`src/exu_pkg.sv`:
```
// exu_pkg: tag and data widths, unit class and alu mode enums, issue, unit request and writeback structs
package exu_pkg;

	localparam int TAG_W = 8; // instruction tag width

	typedef logic [TAG_W-1:0] tag_t; // instruction tag
	typedef logic [31:0] word_t; // data word
	typedef logic [32:0] xword_t; // operand with sign/zero extension bit

	// execution unit selected by the decoder
	typedef enum logic [1:0] {
		class_alu     = 2'd0,
		class_mul     = 2'd1,
		class_div     = 2'd2,
		class_illegal = 2'd3
	} fu_class_t;

	// alu operation, same encoding as the decoder's op mode field
	typedef enum logic [3:0] {
		mode_add  = 4'd0,
		mode_sub  = 4'd1,
		mode_slt  = 4'd4, // signed less than
		mode_sltu = 4'd6, // unsigned less than
		mode_xor  = 4'd8,
		mode_or   = 4'd9,
		mode_and  = 4'd10,
		mode_sll  = 4'd11,
		mode_srl  = 4'd12,
		mode_sra  = 4'd13
	} alu_mode_t;

	typedef struct packed {
		tag_t      tag;
		fu_class_t cls;
		alu_mode_t alu_mode;
		word_t     op1;
		word_t     op2;
		logic      a_unsgn; // op1 unsigned for mul/div
		logic      b_unsgn; // op2 unsigned for mul/div
		logic      sel_hi_rem; // high product half or remainder
	} issue_t;

	typedef struct packed {
		tag_t      tag;
		alu_mode_t alu_mode;
		word_t     op1;
		word_t     op2;
		logic      err; // illegal instr, result forced to zero
	} alu_req_t;

	typedef struct packed {
		tag_t   tag;
		xword_t op_a;
		xword_t op_b;
		logic   sel_hi; // 1 = bits 63:32 of product
	} mul_req_t;

	typedef struct packed {
		tag_t   tag;
		xword_t op_a; // dividend
		xword_t op_b; // divisor
		logic   sel_rem; // 1 = remainder, 0 = quotient
	} div_req_t;

	typedef struct packed {
		tag_t  tag;
		word_t data;
		logic  err;
	} wb_t;

endpackage

```
`src/dispatch.sv`:
```
// dispatch: class decode, unit valid steering, ready mux and 33-bit operand extension
`timescale 1ns/100ps

module dispatch import exu_pkg::*; (
	input  issue_t   issue,
	input  logic     issue_valid,
	output logic     issue_ready,
	output alu_req_t alu_req,
	output logic     alu_valid,
	input  logic     alu_ready,
	output mul_req_t mul_req,
	output logic     mul_valid,
	input  logic     mul_ready,
	output div_req_t div_req,
	output logic     div_valid,
	input  logic     div_ready
);

	logic   is_illegal; // no unit knows this opcode
	xword_t a_x; // op1 extended
	xword_t b_x; // op2 extended

	assign is_illegal = (issue.cls == class_illegal);

	// extension bit is the sign bit unless flagged unsigned
	assign a_x = {~issue.a_unsgn & issue.op1[31], issue.op1};
	assign b_x = {~issue.b_unsgn & issue.op2[31], issue.op2};

	// illegal instrs still go down the alu path so they get written back
	assign alu_valid = issue_valid & ((issue.cls == class_alu) | is_illegal);
	assign mul_valid = issue_valid & (issue.cls == class_mul);
	assign div_valid = issue_valid & (issue.cls == class_div);

	always_comb begin
		case (issue.cls)
			class_mul: issue_ready = mul_ready;
			class_div: issue_ready = div_ready;
			default:   issue_ready = alu_ready; // alu and illegal
		endcase
	end

	always_comb begin
		alu_req.tag      = issue.tag;
		alu_req.alu_mode = is_illegal ? mode_add : issue.alu_mode; // mode field is junk when illegal
		alu_req.op1      = issue.op1;
		alu_req.op2      = issue.op2;
		alu_req.err      = is_illegal;

		mul_req.tag    = issue.tag;
		mul_req.op_a   = a_x;
		mul_req.op_b   = b_x;
		mul_req.sel_hi = issue.sel_hi_rem;

		div_req.tag     = issue.tag;
		div_req.op_a    = a_x;
		div_req.op_b    = b_x;
		div_req.sel_rem = issue.sel_hi_rem;
	end

endmodule

```
`src/alu.sv`:
```
// alu: single-cycle integer alu with result hold register and writeback request
`timescale 1ns/100ps

module alu import exu_pkg::*; (
	input  logic     clk,
	input  logic     rst,
	input  alu_req_t req,
	input  logic     valid,
	output logic     ready,
	output wb_t      res,
	output logic     res_req,
	input  logic     gnt
);

	word_t alu_y; // combinational result
	logic  accept;

	assign ready  = ~res_req | gnt; // hold reg frees up on the grant cycle
	assign accept = valid & ready;

	always_comb begin
		case (req.alu_mode)
			mode_add:  alu_y = req.op1 + req.op2;
			mode_sub:  alu_y = req.op1 - req.op2;
			mode_xor:  alu_y = req.op1 ^ req.op2;
			mode_or:   alu_y = req.op1 | req.op2;
			mode_and:  alu_y = req.op1 & req.op2;
			mode_sll:  alu_y = req.op1 << req.op2[4:0]; // shamt is low 5 bits
			mode_srl:  alu_y = req.op1 >> req.op2[4:0];
			mode_sra:  alu_y = word_t'($signed(req.op1) >>> req.op2[4:0]);
			mode_slt:  alu_y = {31'd0, $signed(req.op1) < $signed(req.op2)};
			mode_sltu: alu_y = {31'd0, req.op1 < req.op2};
			default:   alu_y = '0;
		endcase
	end

	always_ff @(posedge clk) begin
		if (rst)
			res_req <= 1'b0;
		else if (accept)
			res_req <= 1'b1;
		else if (gnt)
			res_req <= 1'b0;
	end

	always_ff @(posedge clk) begin
		if (accept) begin
			res.tag  <= req.tag;
			res.data <= req.err ? '0 : alu_y; // illegal writes back zero
			res.err  <= req.err;
		end
	end

	// result must not change under the arbiter until it is taken
	a_hold: assert property (@(posedge clk) disable iff (rst)
		res_req && !gnt |=> res_req && $stable(res));

endmodule

```
`src/mul_unit.sv`:
```
// mul_unit: 33x33 signed multiplier with MUL_STAGES delay pipeline and global stall
`timescale 1ns/100ps

module mul_unit import exu_pkg::*; #(
	parameter int MUL_STAGES = 3 // cycles from accept to req
) (
	input  logic     clk,
	input  logic     rst,
	input  mul_req_t req,
	input  logic     valid,
	output logic     ready,
	output wb_t      res,
	output logic     res_req,
	input  logic     gnt
);

	logic signed [65:0]   prod; // full signed product
	wb_t                  prod_res; // selected half, tagged
	logic [MUL_STAGES-1:0] stg_vld;
	wb_t  [MUL_STAGES-1:0] stg_res;
	logic                 stall;
	logic                 accept;

	assign prod = $signed({{33{req.op_a[32]}}, req.op_a})
		* $signed({{33{req.op_b[32]}}, req.op_b}); // unsigned ops have a zero ext bit

	assign prod_res.tag  = req.tag;
	assign prod_res.data = req.sel_hi ? prod[63:32] : prod[31:0];
	assign prod_res.err  = 1'b0;

	assign stall   = stg_vld[MUL_STAGES-1] & ~gnt; // last stage waits for the bus
	assign ready   = ~stall;
	assign accept  = valid & ready;
	assign res     = stg_res[MUL_STAGES-1];
	assign res_req = stg_vld[MUL_STAGES-1];

	always_ff @(posedge clk) begin
		if (rst) begin
			stg_vld <= '0;
		end else if (!stall) begin
			stg_vld[0] <= accept;
			for (int i = 1; i < MUL_STAGES; i++)
				stg_vld[i] <= stg_vld[i-1];
		end
	end

	always_ff @(posedge clk) begin
		if (!stall) begin
			stg_res[0] <= prod_res;
			for (int i = 1; i < MUL_STAGES; i++)
				stg_res[i] <= stg_res[i-1];
		end
	end

	// a refused request waits with its operands unchanged
	a_no_acc: assert property (@(posedge clk) disable iff (rst)
		valid && !ready |=> valid && $stable(req));

endmodule

```
`src/div_unit.sv`:
```
// div_unit: 32-step restoring divider FSM with sign fixup and RISC-V divide corner cases
`timescale 1ns/100ps

module div_unit import exu_pkg::*; (
	input  logic     clk,
	input  logic     rst,
	input  div_req_t req,
	input  logic     valid,
	output logic     ready,
	output wb_t      res,
	output logic     res_req,
	input  logic     gnt
);

	typedef enum logic [1:0] {idle, run, done} div_state_t;

	div_state_t  state;
	logic [4:0]  cnt; // step count
	logic        accept;
	word_t       mag_a; // |dividend|
	word_t       mag_b; // |divisor|
	tag_t        tag_q;
	logic        sel_rem_q;
	logic        neg_q; // quotient sign
	logic        neg_r; // remainder sign follows dividend
	logic        dvsr_zero;
	word_t       dvsr;
	word_t       quo; // dividend shifts out, quotient shifts in
	word_t       rem; // partial remainder
	logic [32:0] rem_sh;
	logic [33:0] diff; // bit 33 is the borrow
	word_t       q_fix;
	word_t       r_fix;

	assign ready   = (state == idle); // one divide at a time
	assign accept  = valid & ready;
	assign res_req = (state == done);

	// magnitude fits 32 bits, even for -2^31
	assign mag_a = req.op_a[32] ? (~req.op_a[31:0] + 32'd1) : req.op_a[31:0];
	assign mag_b = req.op_b[32] ? (~req.op_b[31:0] + 32'd1) : req.op_b[31:0];

	assign rem_sh = {rem, quo[31]};
	assign diff   = {1'b0, rem_sh} - {2'b00, dvsr};

	// x/0 gives all ones; remainder restores dividend by itself
	// -2^31/-1 gives 2^31 unsigned, i.e. the dividend, rem 0
	assign q_fix = dvsr_zero ? '1 : (neg_q ? -quo : quo);
	assign r_fix = neg_r ? -rem : rem;

	assign res.tag  = tag_q;
	assign res.data = sel_rem_q ? r_fix : q_fix;
	assign res.err  = 1'b0;

	always_ff @(posedge clk) begin
		if (rst) begin
			state <= idle;
			cnt   <= '0;
		end else begin
			case (state)
				idle: if (accept) begin
					state <= run;
					cnt   <= '0;
				end
				run: begin
					cnt <= cnt + 5'd1;
					if (cnt == 5'd31)
						state <= done; // 32 steps done
				end
				done: if (gnt)
					state <= idle;
				default: state <= idle;
			endcase
		end
	end

	always_ff @(posedge clk) begin
		if (accept) begin
			tag_q     <= req.tag;
			sel_rem_q <= req.sel_rem;
			neg_q     <= req.op_a[32] ^ req.op_b[32];
			neg_r     <= req.op_a[32];
			dvsr_zero <= (req.op_b == '0);
			dvsr      <= mag_b;
			quo       <= mag_a;
			rem       <= '0;
		end else if (state == run) begin
			rem <= diff[33] ? rem_sh[31:0] : diff[31:0]; // restore on borrow
			quo <= {quo[30:0], ~diff[33]};
		end
	end

	// result only shows up after a full 32-cycle run
	a_done: assert property (@(posedge clk) disable iff (rst)
		$rose(res_req) |-> $past(state == run) && $past(state == run, 32));

endmodule

```
`src/wb_arbiter.sv`:
```
// wb_arbiter: fixed-priority grant of the shared writeback bus and registered wb output
`timescale 1ns/100ps

module wb_arbiter import exu_pkg::*; (
	input  logic clk,
	input  logic rst,
	input  wb_t  alu_res,
	input  logic alu_req,
	output logic alu_gnt,
	input  wb_t  mul_res,
	input  logic mul_req,
	output logic mul_gnt,
	input  wb_t  div_res,
	input  logic div_req,
	output logic div_gnt,
	output wb_t  wb,
	output logic wb_valid
);

	// alu > mul > div, same-cycle grant
	assign alu_gnt = alu_req;
	assign mul_gnt = mul_req & ~alu_req;
	assign div_gnt = div_req & ~alu_req & ~mul_req;

	always_ff @(posedge clk) begin
		if (rst)
			wb_valid <= 1'b0;
		else
			wb_valid <= alu_req | mul_req | div_req; // something always wins
	end

	always_ff @(posedge clk) begin
		if (alu_gnt)
			wb <= alu_res;
		else if (mul_gnt)
			wb <= mul_res;
		else if (div_gnt)
			wb <= div_res;
	end

	// each wb pulse comes from exactly one grant
	a_one_gnt: assert property (@(posedge clk) disable iff (rst)
		wb_valid |-> $past($onehot({alu_gnt, mul_gnt, div_gnt})));

endmodule

```
`src/exu_top.sv`:
```
// exu_top: dispatch, alu, multiplier, divider and writeback arbiter
`timescale 1ns/100ps

module exu_top import exu_pkg::*; #(
	parameter int MUL_STAGES = 3 // multiplier depth
) (
	input  logic   clk,
	input  logic   rst,
	input  issue_t issue,
	input  logic   issue_valid,
	output logic   issue_ready,
	output wb_t    wb,
	output logic   wb_valid
);

	alu_req_t alu_in;
	logic     alu_in_valid, alu_in_ready;
	mul_req_t mul_in;
	logic     mul_in_valid, mul_in_ready;
	div_req_t div_in;
	logic     div_in_valid, div_in_ready;
	wb_t      alu_res, mul_res, div_res; // held unit results
	logic     alu_res_req, mul_res_req, div_res_req;
	logic     alu_gnt, mul_gnt, div_gnt;

	dispatch i_dispatch (
		.issue(issue), .issue_valid(issue_valid), .issue_ready(issue_ready),
		.alu_req(alu_in), .alu_valid(alu_in_valid), .alu_ready(alu_in_ready),
		.mul_req(mul_in), .mul_valid(mul_in_valid), .mul_ready(mul_in_ready),
		.div_req(div_in), .div_valid(div_in_valid), .div_ready(div_in_ready)
	);

	alu i_alu (
		.clk(clk), .rst(rst), .req(alu_in), .valid(alu_in_valid), .ready(alu_in_ready),
		.res(alu_res), .res_req(alu_res_req), .gnt(alu_gnt)
	);

	mul_unit #(.MUL_STAGES(MUL_STAGES)) i_mul (
		.clk(clk), .rst(rst), .req(mul_in), .valid(mul_in_valid), .ready(mul_in_ready),
		.res(mul_res), .res_req(mul_res_req), .gnt(mul_gnt)
	);

	div_unit i_div (
		.clk(clk), .rst(rst), .req(div_in), .valid(div_in_valid), .ready(div_in_ready),
		.res(div_res), .res_req(div_res_req), .gnt(div_gnt)
	);

	wb_arbiter i_arb (
		.clk(clk), .rst(rst),
		.alu_res(alu_res), .alu_req(alu_res_req), .alu_gnt(alu_gnt),
		.mul_res(mul_res), .mul_req(mul_res_req), .mul_gnt(mul_gnt),
		.div_res(div_res), .div_req(div_res_req), .div_gnt(div_gnt),
		.wb(wb), .wb_valid(wb_valid)
	);

endmodule

```
`config.mk`:
```
export PLATFORM = sky130hd
export DESIGN_NAME = exu_top
export DESIGN_NICKNAME = d
export VERILOG_FILES = /design/src/exu_pkg.sv /design/src/dispatch.sv /design/src/alu.sv /design/src/mul_unit.sv /design/src/div_unit.sv /design/src/wb_arbiter.sv /design/src/exu_top.sv
export SDC_FILE = /design/constraint.sdc
export NUM_CORES = 2
export LEC_CHECK = 0
export ABC_AREA = 1
export BUFFER_PORTS_ARGS = -buffer_cell sky130_fd_sc_hd__buf_2
export CAP_MARGIN = 10
export CORE_MARGIN = 2
export CORE_UTILIZATION = 38
export DETAILED_ROUTE_END_ITERATION = 8
export PLACE_DENSITY = 0.51
export SLEW_MARGIN = 10
export SYNTH_ARGS = -nofsm -noshare
export SYNTH_HDL_FRONTEND = slang
export SYNTH_SLANG_ARGS = --single-unit
```
`constraint.sdc`:
```
create_clock -name clk -period 21.4 [get_ports clk]
set_input_delay 1.07 -clock clk [delete_from_list [all_inputs] [get_ports clk]]
set_output_delay 1.07 -clock clk [all_outputs]
set_load 0.005 [all_outputs]
```
After elaboration in Yosys (flattened, before gate mapping)
Index checks and enable logic that the tools add are counted.
- add/sub/neg operators: 8
- multiply operators: 1
- $lt $le $gt $ge: 2
- equality and inequality tests: 18
- shift-type cells: 3
- muxes and demuxes: 23
- bitwise operators: 27
- reductions and logical operators: 9
- operator list (kind ; number):
    $mux W32 ; 10
    $pmux W32 S10 ; 1
    $mux W41 ; 3
    $add A32 B1 Y32 const B ; 2
    $lt A32 B32 Y1 ; 2
    $mul A33 B33 Y64 ; 1
    $neg A32 Y32 ; 2
    $not A32 Y32 ; 2
    $sub A33 B32 Y34 ; 1
    $logic_not A33 Y1 ; 1
    $add A32 B32 Y32 ; 1
    $and A32 B32 Y32 ; 1
    $or A32 B32 Y32 ; 1
    $shl A32 B5 Y32 ; 1
    $shr A32 B5 Y32 ; 1
    $sshr A32 B5 Y32 ; 1
    $sub A32 B32 Y32 ; 1
    $xor A32 B32 Y32 ; 1
    $eq A4 B4 Y1 const B ; 6
    $and A1 B1 Y1 ; 11
    $pmux W5 S2 ; 1
    $eq A4 B3 Y1 const B ; 2
    $not A1 Y1 ; 7
    $eq A2 B2 Y1 const B ; 3
    other kinds (20) ; 28
- register bits after elaboration: 322
- bits of input ports: 84
- output and inout bits: 43
- word-level logic and storage cells: 116

Depth between registers and ports, before layout
- depth in word-level cells: 7
- gate-level depth with buffers: 36

By module
Synthesis repeated with hierarchy kept, for this count alone.
- cells, all modules: 10066
- area total of the unflattened synthesis: 71738.8 um^2
- modules (own cells, without submodules) (module ; instances ; cells an instance ; area each (um^2) ; sequential area each (um^2)):
    mul_unit ; 1 ; 5555 ; 45034.4 ; 3663.5
    alu ; 1 ; 2242 ; 11701.2 ; 1251.2
    div_unit ; 1 ; 1785 ; 11053.1 ; 3062.9
    wb_arbiter ; 1 ; 233 ; 2152.1 ; 1251.2
    dispatch ; 1 ; 251 ; 1798.0 ; 0.0

Worst setup path before layout
Ideal clock, no wire load.
- kind: input -> register
- start: input issue[66] in the netlist's numbering
- end: register i_mul.stg_res[28] in the netlist's numbering, data pin
- arrival time: 8.118 ns
- data required time: 21.144 ns
- setup slack: 13.027 ns
- stages on the path: 29
- buffers on the path: 3
- path through: buf_4 -> clkbuf_1 -> buf_1 -> nand2_1 -> nor2_1 -> fa_1 -> inv_1 -> fa_1 -> inv_1 -> fa_1 -> fa_1 -> inv_1 -> fa_1 -> inv_1 -> fa_1 -> inv_1 -> fa_1 -> fa_1 -> inv_1 -> ha_1 -> nand2_1 -> nor2_1 -> nand2_1 -> nor4_1 -> nand3_1 -> nand3_1 -> nand2_1 -> nand3_1 -> nand2_1
- RTL lines (what ; line ; source):
    from (decl) ; exu_top.sv:9 ; input issue_t issue,
    to (signal, indexed assignment) ; mul_unit.sv:51 ; stg_res[i] <= stg_res[i-1];
    to (decl) ; mul_unit.sv:20 ; wb_t [MUL_STAGES-1:0] stg_res;

==> impl_metrics.json <==
{
  "overflow": 0,
  "area_delta_synth_final_pct": 5.74,
  "max-clock-path-buffers": 3,
  "yosys_warnings": 0,
  "wire_per_inst_um": 27.2,
  "cts_buffers": 37,
  "hp-class": "reg2reg",
  "grt_use_met2": 0.549,
  "fp-row-count": 153,
  "fin_tns_setup_ns": 0,
  "grt_pass1_vias": 61800,
  "cp_max_fo": 57,
  "io_buffer_count": 126,
  "final_util": 0.405,
  "holdPathStages": 0,
  "hpwl_um": 242000,
  "relSlewSlack": 0.251,
  "wirelength_um": 303000,
  "start_util": 0.383,
  "cp-end-kind": "register",
  "gp_congestion": 1.04,
  "cp.arrival_ns": 10.56,
  "drv_slew": 0,
  "rrSetupSlack_ns": 18.03,
  "syn-num-nets": 10500,
  "setup_violations": 0,
  "criticalPathCategory": "in2reg",
  "synth-seq-cells": 322,
  "async_flop_share": 0,
  "crit_path_frequent_cell": "fa_1",
  "cts_setup_buffers": 0,
  "grt_setup_unrepaired": "false",
  "synth_area_um2": 66600,
  "clkTransAtPathRegs_ns": 0.07,
  "synth_edf_count": 278,
  "final.period_utilization": 0.479,
  "grt_pass1_wl_um": 441000,
  "synth_top_area_cell": "fa_1",
  "die_y_um": 423,
  "num_vias": 60400,
  "post-route-drc-count": 0,
  "grt_max_degree": 65,
  "use_met1": 0.449,
  "startpoint_type": "input pin",
  "skew_ns": 0.0246,
  "syn_inst": 8957,
  "outcome": "complete, no violations",
  "r2r_cells": 15,
  "fin_crit_ns": 10.25,
  "postCtsHoldBufs": 0,
  "synth_top_area_share": 0.339,
  "ant_nets": 0,
  "cts_resized": 0,
  "r2r_end": "i_div.rem[30]",
  "worst_pin_slew_ns": 1.12,
  "die_x_um": 423,
  "timing.rr.start": "i_div.quo[31]",
  "max_freq_mhz": 97.6,
  "whs_ns": 0.416,
  "slowest_stage": "fa_1",
  "maxCapViolCount": 0,
  "ioPinCount": 127,
  "cp.required_ns": 21.71,
  "crit_path_start": "issue[5]",
  "cts_tree": "done",
  "core_um2": 174000,
  "grt_busiest_layer": "met2",
  "max_stage_delay_ns": 1.04,
  "met3_usage": 0.0571,
  "avgSynthCellArea_um2": 7.44,
  "dominantRegCellSynth": "edfxtp_1",
  "drt_iter0_drc": 6540,
  "worstSetupEndpoint": "i_mul.stg_res[28]",
  "h-tree-depth": 2,
  "synth_cell_types": 63,
  "synthTopCellsByArea": "fa_1 (34%), nand2_1 (14%), edfxtp_1 (13%)",
  "cts-root-buf": "clkbuf_16",
  "drive_gt1_frac": 0.0416,
  "first_pass_iters": 7,
  "antenna_found_initial": 6,
  "die_area_um2": 179000,
  "hold_viol_final": 0,
  "via_per_inst": 5.41,
  "cts_sinks": 322,
  "fin_nets": 10400,
  "fill_cells": 18300,
  "grt_usage": 0.341,
  "seq_area_frac_synth": 0.138,
  "clock_latency_ns": 0.58
}
==> worst min path at each step <==
stage | from | to | slack, ns
floorplan | i_mul.stg_res[51] | i_mul.res[10] | 0.40
CTS | i_mul.stg_res[75] | i_mul.res[34] | 0.42
finish | i_mul.stg_res[7] | i_mul.stg_res[48] | 0.42
global placement | i_mul.stg_res[72] | i_mul.res[31] | 0.40
detailed placement | i_mul.stg_res[77] | i_mul.res[36] | 0.40
global route | i_mul.stg_res[75] | i_mul.res[34] | 0.42
==> Yosys cell counts, drive strengths merged (24+ instances only) <==
master     n
nand4     75
edfxtp   278
o211ai    29
buf      174
clkbuf   236
ha       350
o21bai    30
fa      1128
nor2     580
nand2   2503
nor3      63
xnor2     24
nand3    628
inv     1936
o21ai    325
dfxtp     44
xor2      67
a21oi    308
==> cell usage in the layout, fill, tap and decap left out, drive strengths merged, types with 21 or more instances in the layout <==
cell,instances
xor2,67
buf,225
fa,1128
ha,350
nand3,628
edfxtp,278
nand2,2503
clkbuf,45
xnor2,24
nand4,75
dfxtp,44
nor2,580
a21oi,308
o211ai,29
inv,1939
nor3,63
o21bai,30
or2,21
o21ai,325
==> per-stage QoR <==
| stage | std cells | instance area [um^2] | setup slack (ns) |
|---|---|---|---|
| floorplan | 8957 | 66600 | 13.03 |
| global placement | 11100 | 69200 | 10.92 |
| detailed placement | 11100 | 69200 | 10.67 |
| CTS | 11200 | 70500 | 11.24 |
| global route | 11200 | 70500 | 10.75 |
| finish | 11200 | 70500 | 11.15 |
==> routing by layer <==
| metal | vias to the layer above | part of all wire |
|---|---|---|
| li1 | 26800 | - |
| met1 | 30300 | 0.41 |
| met2 | 2725 | 0.45 |
| met3 | 577 | 0.079 |
| met4 | 8 | 0.057 |
| met5 | - | 0.00017 |
==> kinds of logic after synthesis <==
group	Yosys count	synth area share
buf+inv	2354	0.136
flops	322	0.138
mux	1	0.000150
xor+xnor	91	0.0120
simple gates	3921	0.243
compound gates	790	0.0659
fa+ha+maj	1478	0.405
==> state kept, by name, summed over array words and instances (netlist names), 2 cells and up <==
signal,flops
i_div.cnt,5
i_arb.wb,41
i_mul.stg_vld,3
i_mul.stg_res,80
i_mul.res,40
i_div.quo,32
i_div.tag_q,8
i_alu.res,41
i_div.rem,32
i_div.dvsr,32
i_div.state,2
==> critical path: cells and delay by family <==
kind,cells,cell delay [ns]
adder cells (fa/ha/maj),9,5.24
AND/OR/NAND/NOR,11,2.24
buffers and inverters,7,1.92
==> layout make-up <==
type / instances / area (um^2) / share of cell area
Inverter: 1944 / 7300 / 0.104
Antenna cell: 3 / 7.51 / 0.000107
Clock inverter: 21 / 280 / 0.00398
Sequential cell: 322 / 9230 / 0.131
Timing Repair Buffer: 225 / 1380 / 0.0196
Multi-Input combinational cell: 6281 / 48400 / 0.687
Clock buffer: 45 / 987 / 0.0140
Tap cell: 2325 / 2910 / 0.0413
Power is not shown: default switching activity piles up to over one toggle a cycle in this logic, so the estimate is an artifact.
